## src/verilog/pcie_dbg_macros.svh

```systemverilog
// PCIe debug status block parameters
// Ring geometry, counter width and APB register offsets
`ifndef PCIE_DBG_MACROS_SVH
`define PCIE_DBG_MACROS_SVH

// Trace ring geometry
`define PCIE_DBG_DEPTH      16
`define PCIE_DBG_IDX_W      4

// Memory request counter, wraps at 2^31
`define PCIE_DBG_CNT_W      31

// APB byte offsets
`define PCIE_DBG_REG_STATE  12'h000    // DMA engine state
`define PCIE_DBG_REG_ID     12'h004    // Bus, device, function
`define PCIE_DBG_REG_CNT    12'h008    // Request counter
`define PCIE_DBG_REG_RING   12'h080    // Ring window, 0x080..0x0FF

`endif

```

## src/verilog/pcie_dbg_pkg.sv

```systemverilog
// PCIe debug status types
// APB request/response, debug memory strobe payload and stored trace record
package pcie_dbg_pkg;

    // APB requester to completer, 47 bits
    typedef struct packed {
        logic        psel;
        logic        penable;
        logic        pwrite;
        logic [11:0] paddr;     // 4 KB window
        logic [31:0] pwdata;
    } apb_req_t;

    // APB completer to requester, 34 bits
    typedef struct packed {
        logic        pready;
        logic        pslverr;
        logic [31:0] prdata;
    } apb_rsp_t;

    // Endpoint memory-request port, one strobe
    typedef struct packed {
        logic        wren;      // Write access
        logic [7:0]  wstrb;     // Byte lanes
        logic [12:0] addr;      // Word address in BAR
        logic [31:0] data;
    } dbg_mem_req_t;

    // One ring entry, 64 bits
    typedef struct packed {
        logic        wren;      // Bit 63
        logic [9:0]  rsvd;      // Bits 62..53, always zero
        logic [7:0]  wstrb;     // Bits 52..45
        logic [12:0] addr;      // Bits 44..32
        logic [31:0] data;      // Bits 31..0
    } trace_rec_t;

endpackage

```

## src/verilog/dbg_mem_capture.sv

```systemverilog
// Debug memory request capture
// Registers every endpoint memory strobe into a trace record, issues
// a ring write one cycle later and counts the requests
`timescale 1ns/1ns
`include "pcie_dbg_macros.svh"

module dbg_mem_capture (
    input  logic                           i_clk,
    input  logic                           i_nrst,
    input  logic                           i_dbg_valid,    // Single-cycle strobe
    input  pcie_dbg_pkg::dbg_mem_req_t     i_dbg_req,
    output logic                           o_wr_en,        // Ring write pulse
    output logic [`PCIE_DBG_IDX_W-1:0]     o_wr_idx,
    output pcie_dbg_pkg::trace_rec_t       o_wr_rec,
    output logic [`PCIE_DBG_CNT_W-1:0]     o_req_cnt
);
    import pcie_dbg_pkg::*;

    trace_rec_t                rec_d;      // Strobe packed as a record
    trace_rec_t                rec_q;      // Record waiting for the ring
    logic                      wr_en_q;
    logic [`PCIE_DBG_CNT_W-1:0] cnt_q;

    // Pack payload into the stored layout
    always_comb begin
        rec_d.wren  = i_dbg_req.wren;
        rec_d.rsvd  = '0;
        rec_d.wstrb = i_dbg_req.wstrb;
        rec_d.addr  = i_dbg_req.addr;
        rec_d.data  = i_dbg_req.data;
    end

    // One write pulse per strobe
    always_ff @(posedge i_clk or negedge i_nrst) begin
        if (!i_nrst) begin
            wr_en_q <= 1'b0;
        end else begin
            wr_en_q <= i_dbg_valid;
        end
    end

    // Record register, loads on every strobe
    always_ff @(posedge i_clk) begin
        if (i_dbg_valid) begin
            rec_q <= rec_d;
        end
    end

    // Counter steps together with the ring write
    always_ff @(posedge i_clk or negedge i_nrst) begin
        if (!i_nrst) begin
            cnt_q <= '0;
        end else if (wr_en_q) begin
            cnt_q <= cnt_q + `PCIE_DBG_CNT_W'(1);     // Wraps at 2^31
        end
    end

    assign o_wr_en   = wr_en_q;
    assign o_wr_idx  = cnt_q[`PCIE_DBG_IDX_W-1:0];   // Slot = count before increment
    assign o_wr_rec  = rec_q;
    assign o_req_cnt = cnt_q;

endmodule

```

## src/verilog/trace_ring.sv

```systemverilog
// Trace ring buffer
// Keeps the last 16 trace records, oldest overwritten first
// One synchronous write port, one asynchronous indexed read port
`timescale 1ns/1ns
`include "pcie_dbg_macros.svh"

module trace_ring (
    input  logic                        i_clk,
    input  logic                        i_wr_en,
    input  logic [`PCIE_DBG_IDX_W-1:0]  i_wr_idx,
    input  pcie_dbg_pkg::trace_rec_t    i_wr_rec,
    input  logic [`PCIE_DBG_IDX_W-1:0]  i_rd_idx,
    output pcie_dbg_pkg::trace_rec_t    o_rd_rec
);
    import pcie_dbg_pkg::*;

    // Storage, maps to distributed RAM
    trace_rec_t mem [0:`PCIE_DBG_DEPTH-1];

    // Write at the clock edge
    always_ff @(posedge i_clk) begin
        if (i_wr_en) begin
            mem[i_wr_idx] <= i_wr_rec;
        end
    end

    // Zero-latency read
    assign o_rd_rec = mem[i_rd_idx];

endmodule

```

## src/verilog/apb_pcie_regs.sv

```systemverilog
// APB register block for PCIe debug status
// Read-only map of DMA state, completer ID, request counter and trace ring
// Fixed three-cycle transfers with a registered response, writes error out
`timescale 1ns/1ns
`include "pcie_dbg_macros.svh"

module apb_pcie_regs (
    input  logic                        i_clk,
    input  logic                        i_nrst,
    input  pcie_dbg_pkg::apb_req_t      i_apb,
    output pcie_dbg_pkg::apb_rsp_t      o_apb,
    input  logic [3:0]                  i_dma_state,      // DMA engine brief state
    input  logic [15:0]                 i_completer_id,   // Bus, device, function
    input  logic [`PCIE_DBG_CNT_W-1:0]  i_req_cnt,
    output logic [`PCIE_DBG_IDX_W-1:0]  o_rd_idx,
    input  pcie_dbg_pkg::trace_rec_t    i_rd_rec
);
    import pcie_dbg_pkg::*;

    // Word-aligned decode bases
    localparam logic [11:0] off_state = `PCIE_DBG_REG_STATE;
    localparam logic [11:0] off_id    = `PCIE_DBG_REG_ID;
    localparam logic [11:0] off_cnt   = `PCIE_DBG_REG_CNT;
    localparam logic [11:0] off_ring  = `PCIE_DBG_REG_RING;

    logic        acc_q;       // Setup seen, first access cycle pending
    logic        done;        // Second access cycle starts next
    logic [31:0] rdata;       // Read mux output
    apb_rsp_t    rsp_d;
    apb_rsp_t    rsp_q;

    // Wait state tracking
    always_ff @(posedge i_clk or negedge i_nrst) begin
        if (!i_nrst) begin
            acc_q <= 1'b0;
        end else begin
            acc_q <= i_apb.psel & ~i_apb.penable;   // Set only by a setup cycle
        end
    end

    // End of first access cycle
    assign done = i_apb.psel & i_apb.penable & acc_q;

    // Ring slot straight from the address
    assign o_rd_idx = i_apb.paddr[`PCIE_DBG_IDX_W+2:3];

    // Read multiplexer on paddr[11:2]
    always_comb begin
        rdata = '0;   // Unmapped reads return zero
        if (i_apb.paddr[11:2] == off_state[11:2]) begin
            rdata[3:0] = i_dma_state;
        end else if (i_apb.paddr[11:2] == off_id[11:2]) begin
            rdata[15:0] = i_completer_id;
        end else if (i_apb.paddr[11:2] == off_cnt[11:2]) begin
            rdata = {{(32-`PCIE_DBG_CNT_W){1'b0}}, i_req_cnt};   // Zero-extended
        end else if (i_apb.paddr[11:7] == off_ring[11:7]) begin
            // paddr[2] picks the record half
            if (i_apb.paddr[2]) begin
                rdata = i_rd_rec[63:32];
            end else begin
                rdata = i_rd_rec[31:0];
            end
        end
    end

    // Next response
    always_comb begin
        rsp_d.pready  = done;
        rsp_d.pslverr = done & i_apb.pwrite;          // Every register is read-only
        rsp_d.prdata  = (done & ~i_apb.pwrite) ? rdata : '0;
    end

    // Registered response, held for the one pready cycle
    always_ff @(posedge i_clk or negedge i_nrst) begin
        if (!i_nrst) begin
            rsp_q <= '0;
        end else begin
            rsp_q <= rsp_d;
        end
    end

    assign o_apb = rsp_q;

endmodule

```

## src/verilog/pcie_dbg_top.sv

```systemverilog
// PCIe debug status block, top level
// Capture feeds the trace ring, the APB register block reads both
`timescale 1ns/1ns
`include "pcie_dbg_macros.svh"

module pcie_dbg_top (
    input  logic                         i_clk,
    input  logic                         i_nrst,
    input  pcie_dbg_pkg::apb_req_t       i_apb,
    output pcie_dbg_pkg::apb_rsp_t       o_apb,
    input  logic                         i_dbg_valid,      // Memory request strobe
    input  pcie_dbg_pkg::dbg_mem_req_t   i_dbg_req,
    input  logic [3:0]                   i_dma_state,
    input  logic [15:0]                  i_completer_id
);
    import pcie_dbg_pkg::*;

    logic                       wr_en;       // Capture to ring
    logic [`PCIE_DBG_IDX_W-1:0] wr_idx;
    trace_rec_t                 wr_rec;
    logic [`PCIE_DBG_CNT_W-1:0] req_cnt;     // Capture to registers
    logic [`PCIE_DBG_IDX_W-1:0] rd_idx;      // Registers to ring
    trace_rec_t                 rd_rec;

    dbg_mem_capture u_capture (
        .i_clk       (i_clk),
        .i_nrst      (i_nrst),
        .i_dbg_valid (i_dbg_valid),
        .i_dbg_req   (i_dbg_req),
        .o_wr_en     (wr_en),
        .o_wr_idx    (wr_idx),
        .o_wr_rec    (wr_rec),
        .o_req_cnt   (req_cnt)
    );

    trace_ring u_ring (
        .i_clk    (i_clk),
        .i_wr_en  (wr_en),
        .i_wr_idx (wr_idx),
        .i_wr_rec (wr_rec),
        .i_rd_idx (rd_idx),
        .o_rd_rec (rd_rec)
    );

    apb_pcie_regs u_regs (
        .i_clk          (i_clk),
        .i_nrst         (i_nrst),
        .i_apb          (i_apb),
        .o_apb          (o_apb),
        .i_dma_state    (i_dma_state),
        .i_completer_id (i_completer_id),
        .i_req_cnt      (req_cnt),
        .o_rd_idx       (rd_idx),
        .i_rd_rec       (rd_rec)
    );

endmodule

```

## config.mk

```make
export PLATFORM = sky130hd
export DESIGN_NAME = pcie_dbg_top
export DESIGN_NICKNAME = d
export VERILOG_FILES = /design/src/verilog/pcie_dbg_pkg.sv /design/src/verilog/dbg_mem_capture.sv /design/src/verilog/trace_ring.sv /design/src/verilog/apb_pcie_regs.sv /design/src/verilog/pcie_dbg_top.sv
export VERILOG_INCLUDE_DIRS = /design/src /design/src/verilog
export SDC_FILE = /design/constraint.sdc
export NUM_CORES = 1
export LEC_CHECK = 0
export ABC_AREA = 1
export BUFFER_PORTS_ARGS = -buffer_cell sky130_fd_sc_hd__clkbuf_2
export CAP_MARGIN = 20
export CELL_PAD_IN_SITES_DETAIL_PLACEMENT = 1
export CELL_PAD_IN_SITES_GLOBAL_PLACEMENT = 2
export CORE_MARGIN = 1.5
export CORE_UTILIZATION = 40
export DETAILED_ROUTE_END_ITERATION = 16
export GPL_TIMING_DRIVEN = 0
export PLACE_DENSITY = 0.74
export SYNTH_ARGS = -nofsm -noshare
export SYNTH_HDL_FRONTEND = slang
export SYNTH_SLANG_ARGS = --single-unit
```

## constraint.sdc

```tcl
create_clock -name i_clk -period 4.54 [get_ports i_clk]
set_clock_uncertainty 0.2 [all_clocks]
set_input_delay 1.135 -clock i_clk [delete_from_list [all_inputs] [get_ports i_clk]]
set_output_delay 1.135 -clock i_clk [all_outputs]
set_load 0.03 [all_outputs]
```

======== Word level (Yosys, flattened, before mapping) ========
Memories as Yosys holds them, arrays and structs flattened.
Index checks and enable logic that the tools add are counted.
word-level totals
  memory bits (writable) .................. 864
  input port bits ......................... 124
  bits in registers ....................... 121
  word-level logic and storage cells ...... 33
  memories kept ........................... 1
memories
  memory      words  width  rd ports  clocked after Yosys merged registers in  write ports  RTL line          source
  u_ring.mem  16     54     1         0                                        1            trace_ring.sv:18  trace_rec_t mem [0:`PCIE_DBG_DEPTH-1];
operators by class
  eq/ne operators ......................... 3
  mux-type cells .......................... 10
  add/subtract/negate cells ............... 1
  reduce and logical (&&, ||, !) cells .... 1
  bitwise gates (word level) .............. 7
operators by type and width
  kind                   count
  $mux 32                4
  $mux 16                2
  $add 31x1->31 const B  1
  $mux 28                1
  $eq 10x1->1 const B    1
  $eq 10x2->1 const B    1
  $logic_not 10->1       1
  $and 1x1->1            5
  $eq 5x1->1 const B     1
  $mux 4                 1
  $mux 1                 2
  $not 1->1              2

======== Logic depth before layout (Yosys ltp) ========
Gate-level depths: netlist of run 1.
An unclocked memory read counts as a cell.
  depth in word-level cells ............... 7
  mapped depth ............................ 14

======== Cells and area by module ========
From an unflattened synthesis of run 1, not the netlist that was laid out.
second synthesis, totals
  cells, all modules ...................... 4779
  area total of the unflattened synthesis .. 49752.7 um^2
modules (own cells, without submodules)
  module           seq. area each (um^2)  area each (um^2)  instances  cells an instance
  trace_ring       30749.5                44004.7           1          4146
  dbg_mem_capture  2422.3                 3442.1            1          289
  apb_pcie_regs    875.8                  2306.0            1          344

======== Worst setup path before layout of run 1 ========
Ideal clock, no wire load.
  path kind ............................... register to register
  start ................................... register u_capture.cnt_q[0], in the netlist u_capture.o_req_cnt[0]
  end ..................................... memory u_ring.mem[12][0] in the netlist's numbering (enable)
  setup time .............................. 466 ps
  path buffers ............................ 0
  arrival ................................. 3110 ps
  setup slack ............................. 764 ps
  clock period less this slack ............ 3776 ps
  cell stages (with the launch flop) ...... 5
  cells stage by stage .................... dfrtp_1 -> inv_1 -> ha_1 -> nand2_1 -> nor2_1
RTL lines
  what                      RTL line               source
  start: declaration        dbg_mem_capture.sv:22  logic [`PCIE_DBG_CNT_W-1:0] cnt_q;
  start signal: assignment  dbg_mem_capture.sv:54  cnt_q <= cnt_q + `PCIE_DBG_CNT_W'(1);
  end: declaration          trace_ring.sv:18
Straight into the memory's write port.

==> results of run 1 <==
[power breakdown]
group	switching (W)	internal (W)
registers	0.000379	0.0109
logic	0.00175	0.000581
clock network	0.00375	0.00521
total	0.00588	0.0167
[flip-flops by register name, indices dropped and copies added, names as in the netlist]
register,cells
u_ring.mem,864
u_capture.o_wr_rec,54
u_regs.o_apb,34
u_capture.o_req_cnt,31
u_capture.o_wr_en,1
u_regs.acc_q,1
[Yosys cell counts, types with 5 or more instances]
cell type / count
nand3b_1: 15
o211ai_1: 50
dfrtp_1: 67
nand2_2: 5
nand3_1: 309
edfxtp_1: 918
buf_4: 22
a21oi_1: 94
xnor2_1: 7
inv_1: 167
clkbuf_1: 28
nor2_1: 382
nand4_1: 6
xor2_1: 17
nor3_1: 5
inv_2: 6
nand2_1: 1055
o21ai_0: 135
buf_1: 10
buf_2: 119
[how the worst max path moves through the flow]
| stage | startpoint | to | slack [ns] |
|---|---|---|---|
| after floorplan | u_capture.o_req_cnt[0] | u_ring.mem[12][0] | 0.76 |
| after global placement | u_capture.o_req_cnt[0] | u_ring.mem[0][7] | -2.87 |
| after detailed placement | i_apb[38] | u_regs.o_apb[3] | 0.39 |
| after CTS | i_apb[38] | u_regs.o_apb[8] | 1.12 |
| after global routing | i_apb[38] | u_regs.o_apb[3] | 0.95 |
| final | i_apb[38] | u_regs.o_apb[17] | 0.96 |
[area by class of cell]
cell class,instances,area [um2]
sequential,985,29200
fill,10400,52000
buffer,180,915
timing repair buffer,160,1460
clock inverter,65,648
clock buffer,139,2950
inverter,173,649
tap,1287,1610
multi-input combinational,2111,9270
[logic make-up after synthesis]
kind of cell / after synthesis / synth area share, %
AND/OR/NAND/NOR: 1799 / 18.4
adder cells (fa/ha/maj): 4 / 0.125
AO/OA/AOI/OAI: 284 / 3.88
buffers and inverters: 353 / 3.91
flip-flops: 985 / 73.2
XOR/XNOR: 24 / 0.526
[placed cells by master (no fill, tap or decap), types with 11 or more instances in the layout]
| master | n |
|---|---|
| nor2_4 | 19 |
| buf_4 | 22 |
| dfrtp_1 | 67 |
| inv_1 | 167 |
| bufinv_16 | 11 |
| nand3_1 | 309 |
| buf_2 | 119 |
| nand2_1 | 1055 |
| clkbuf_2 | 117 |
| xor2_1 | 17 |
| clkinv_2 | 17 |
| clkbuf_16 | 110 |
| o21ai_0 | 135 |
| o211ai_1 | 50 |
| buf_12 | 31 |
| nand3b_1 | 15 |
| a21oi_1 | 94 |
| edfxtp_1 | 918 |
| nor2_1 | 367 |
| clkbuf_1 | 48 |
| clkinv_1 | 27 |
[per-stage QoR]
step           power (W)  setup WS [ns]  util, %   TNS, ns  instances
2_1_floorplan     0.0124          0.764        -         0       3449
3_3_place_gp      0.0136          -2.87     42.7  -1942.34       4855
3_5_place_dp      0.0138          0.395     43.7         0       4896
4_1_cts           0.0227           1.12     47.4         0       5100
5_1_grt           0.0232          0.948     47.4         0       5100
6_report          0.0226          0.956     47.4         0       5100
[metal layers]
layer / track usage (%) / vias to the layer above / wire, um / part of all wire, %
met1: 38.8 / 14200 / 62200 / 44
met4: 8.23 / 0 / 3870 / 2.7
li1: - / 12300 / - / -
met3: 4.62 / 199 / 9830 / 7.0
met2: 44.6 / 972 / 65300 / 46
met5: 0 / - / 0 / 0
[worst register-to-register path, cell delays in order (launching register included)]
cell	delay [ns]
dfrtp_1	0.48
ha_1	0.25
nand2_2	0.19
nor2_4	0.27
buf_12	0.24
buf_12	0.24
nand2_2	0.11
inv_1	0.08
nand2_2	0.11
nor3_1	0.36
nand2_1	0.12
xor2_1	0.16
==> flow_summary.ini, run 1 <==
[routing]
wl_per_cell_um = 27.7
dr.pass1.iters = 5
routed_wl_mm = 141
drtIter0Drc = 2631
drc = 0
num_vias = 27700
drt-vias-per-instance = 5.42
antenna_left = 0

[critical_path]
cp_top_family = buffers and inverters
cp_slowest_cell = buf_1
crit_cells = 8
crit_top_cell = nor2_1
worstRegToRegCells = 11
worstPathArrival_ns = 4.00
r2r-start = u_capture.o_req_cnt[0]
path_max_fanout = 10
cp-end-kind = flop
crit_buf_inv = 4
r2r-end = u_capture.o_req_cnt[24]
worstSetupPathType = input port to flop
cpPeakStageDelay_ns = 0.75
path_cells = clkbuf_1, inv_1, buf_2, buf_1, nand3_1, a21oi_1, nor2_1, nor2_1
crit_path_start_kind = input port
ff2ff_setup_slack_ns = 1.63
cp.required_ns = 4.96

[global_routing]
grt_overflow = 0
grt_pass1_vias = 27800
grt_usage_pct = 27.8
grt_pass1_wl_mm = 201
antenna_found_initial = 6
grt_max_degree = 51

[clocking]
cts_root_buf = clkbuf_16
postCtsHoldBufs = 0
path_clk_slew_ns = 0.06
cts_setup_buffers = 0
cts_sinks = 985
cts_tree = built
numCtsBuffers = 109
cts_buffer_depth = 3
htreeDepth = 3
postCtsResizedCells = 0
clock_latency_ns = 0.70

[placed_design]
portBuffers = 119
place_area_um2 = 43100
hpwl_mm = 98.1
globalplace.congestion = 0.849

[sta]
period_share_pct = 78.9
finalWorstPathRequiredPeriod_ns = 3.58
rsz0062_at_grt = no
hold_ws_ns = 0.129
slew_headroom_pct = 30.2
drv_slew = 0
fmax_mhz = 279
finalSetupViolations = 0
hold_viol = 0
worst_pin_slew_ns = 1.05

[logic_synthesis]
synth_top_area_cell = edfxtp_1
ys_seq_elements = 985
syn_area_per_cell_um2 = 11.6
synth_top_area_share_pct = 69.0
netlist_instances = 3449
synth-warning-count = 0
synth_fp_nets = 3577
synth_edf_count = 918
ys_seq_area_share_pct = 73.2
async_reset_ff_share_pct = 6.80
synthTopCellsByArea = edfxtp_1 (69%), nand2_1 (9.9%), dfrtp_1 (4.2%)
syn_area_um2 = 40000
synth_ff_type = edfxtp_1
synthDistinctLibCells = 34

[outcome]
outcome = complete, no violations

[pwr]
power_density_nw_per_um2 = 483
ir_drop_mv = 0.348
power.leakage_nw = 17.7

[cells_and_area]
design_area_um2 = 46700
drive_above_1_share_pct = 13.2
diodes = 0
syn_to_final_growth_pct = 17.0
fin_nets = 3848

[floorplan]
die_h_um = 319
coreArea_um2 = 98700
ios = 158
die_w_um = 319
start_util_pct = 40.5
rows = 115
fp.dieArea_um2 = 102000

[job]
maxCapViolCount = 0

[hold_path]
hold_path.class = input port to asynchronous set/reset pin
(Power assumes the default switching activity.)
==> run 2, diff against run 1 <==
--- a/config.mk
+++ b/config.mk
@@ -12,10 +12,10 @@
 export CELL_PAD_IN_SITES_DETAIL_PLACEMENT = 1
 export CELL_PAD_IN_SITES_GLOBAL_PLACEMENT = 2
 export CORE_MARGIN = 1.5
-export CORE_UTILIZATION = 40
+export CORE_UTILIZATION = 38
 export DETAILED_ROUTE_END_ITERATION = 16
 export GPL_TIMING_DRIVEN = 0
-export PLACE_DENSITY = 0.74
+export PLACE_DENSITY = 0.73
 export SYNTH_ARGS = -nofsm -noshare
 export SYNTH_HDL_FRONTEND = slang
 export SYNTH_SLANG_ARGS = --single-unit
==> constraint.sdc (replaced) <==
create_clock -name i_clk -period 3.2 [get_ports i_clk]
set_clock_uncertainty 0.2 [all_clocks]
set_input_delay 0.8 -clock i_clk [delete_from_list [all_inputs] [get_ports i_clk]]
set_output_delay 0.8 -clock i_clk [all_outputs]
set_load 0.03 [all_outputs]
==> flow_summary.ini, run 2 (synthesis gave the netlist of run 1 again) <==
[floorplan]
rows = 118
ios = 158
coreArea_um2 = 104000
start_util_pct = 38.4
die_w_um = 327
die_h_um = 327
fp.dieArea_um2 = 107000

[critical_path]
cp.required_ns = 3.62
cpPeakStageDelay_ns = 0.71
worstRegToRegCells = 6
r2r-end = u_ring.mem[6][36]
worstPathArrival_ns = 3.63
ff2ff_setup_slack_ns = 0.33
r2r-start = u_capture.o_req_cnt[0]
crit_path_start_kind = input port
cp-end-kind = flop
crit_buf_inv = 4
worstSetupPathType = input port to flop
cp_top_family = buffers and inverters
cp_slowest_cell = buf_1
path_cells = clkbuf_1, inv_1, buf_2, buf_1, nand3_1, a21oi_1, nor2_1, nor2_1
path_max_fanout = 10
crit_top_cell = nor2_1

[placed_design]
pre_cts_ws_ns = -0.798
portBuffers = 119
hpwl_mm = 97.6
dpl.cell_count = 4987
globalplace.congestion = 0.834

[routing]
routed_wl_mm = 142
drtIter0Drc = 2737
antenna_left = 0
dr.pass1.iters = 5
num_vias = 27700
wl_per_cell_um = 27.3
drt-vias-per-instance = 5.32
drc = 0

[clocking]
cts_sinks = 985
cts_buffer_depth = 3
clock_latency_ns = 0.71
cts_root_buf = clkbuf_16
htreeDepth = 3
path_clk_slew_ns = 0.05
numCtsBuffers = 110
cts_tree = built

[global_routing]
grt_overflow = 0
grt_usage_pct = 26.6
grt_pass1_vias = 27800
grt_max_degree = 44
grt_pass1_wl_mm = 202
antenna_found_initial = 3

[sta]
hold_ws_ns = 0.0665
hold_viol = 0
period_share_pct = 100
finalSetupViolations = 1
worst_pin_slew_ns = 1.10
slew_headroom_pct = 26.6
drv_slew = 0
fmax_mhz = 311
finalWorstPathRequiredPeriod_ns = 3.21
timing.final.ws_setup_ns = -0.0114
rsz0062_at_grt = yes

[cells_and_area]
final_common_cell = nand2_1
fillers = 11100
syn_to_final_growth_pct = 17.1
largest-register = u_ring.mem
largest_reg_flops = 864
stdcell_count = 5199
final_cell_mix = nand2_1 (1055), edfxtp_1 (918), nor2_1 (367)
drive_above_1_share_pct = 13.2
fin_nets = 3849
post-route-util_pct = 45.0

[job]
maxCapViolCount = 0

[pwr]
ir_drop_mv = 0.468
power_density_nw_per_um2 = 683
p_total_w = 0.0320
power.leakage_nw = 17.7

[hold_path]
holdPathEnd = u_regs.acc_q
hold_path.class = input port to flop
hold_depth = 2
hp-start = i_apb[45]

[outcome]
violations = negative setup slack
outcome = finished with violations
## run 2: cell types whose count changed in the layout (fill, tap and decap cells not counted), moves of 2 or more
cell	change
buf_16	-3
buf_4	+2
clkbuf_1	+11
clkbuf_8	-6
clkinv_1	-7
clkinv_2	+6
clkinvlp_4	-2
diode_2	+2
## run 2: layout make-up
cell class                      instances  area [um2]  area share (%)
Antenna cell                            2        5.00          0.0107
Buffer                                179         911            1.95
Clock buffer                          145        2940            6.27
Clock inverter                         63         636            1.36
Inverter                              173         649            1.39
Multi-Input combinational cell       2111        9280            19.8
Sequential cell                       985       29200            62.5
Tap cell                             1380        1730            3.69
Timing Repair Buffer                  161        1420            3.04
## run 2: how the worst max path moves through the flow
stage / start / endpoint / slack, ns / cells after the start
after floorplan: u_capture.o_req_cnt[0] / u_ring.mem[0][0] / -0.58 / 4
after global placement: u_capture.o_req_cnt[0] / u_ring.mem[2][9] / -4.11 / 4
after detailed placement: i_apb[43] / u_regs.o_apb[27] / -0.80 / 7
after CTS: i_apb[38] / u_regs.o_apb[8] / 0.01 / 9
after global routing: i_apb[38] / u_regs.o_apb[17] / -0.06 / 8
final: i_apb[38] / u_regs.o_apb[19] / -0.01 / 8
## run 2: routing by layer
metal / global-route usage, % / share of wire [%] / up-vias
li1: - / - / 12300
met1: 37.0 / 44 / 14100
met2: 42.9 / 47 / 1003
met3: 4.02 / 6.8 / 203
met4: 8.52 / 3.1 / 0
met5: 0 / 0 / -
## run 2: stage by stage
step                cell area, um2  TNS [ns]
detailed placement           43200    -14.00
global placement             42300  -2563.07
global route                 46800   -0.0563
finish                       46800   -0.0114
CTS                          46800         0
floorplan                    40000   -301.76
## run 2: repair_timing
item,4_1_cts,5_1_grt
cloned,0,0
pin swaps,0,1
setup endpoints to repair,1,7
gates resized for setup,1,1
setup buffers,0,2
hold buffers,1,0
endpoints found under the hold margin,24,0
## run 2: report_power, final
group          switching (W)  internal [W]
clock network        0.00532       0.00735
logic                0.00250      0.000809
registers           0.000535        0.0155
total                0.00836        0.0236
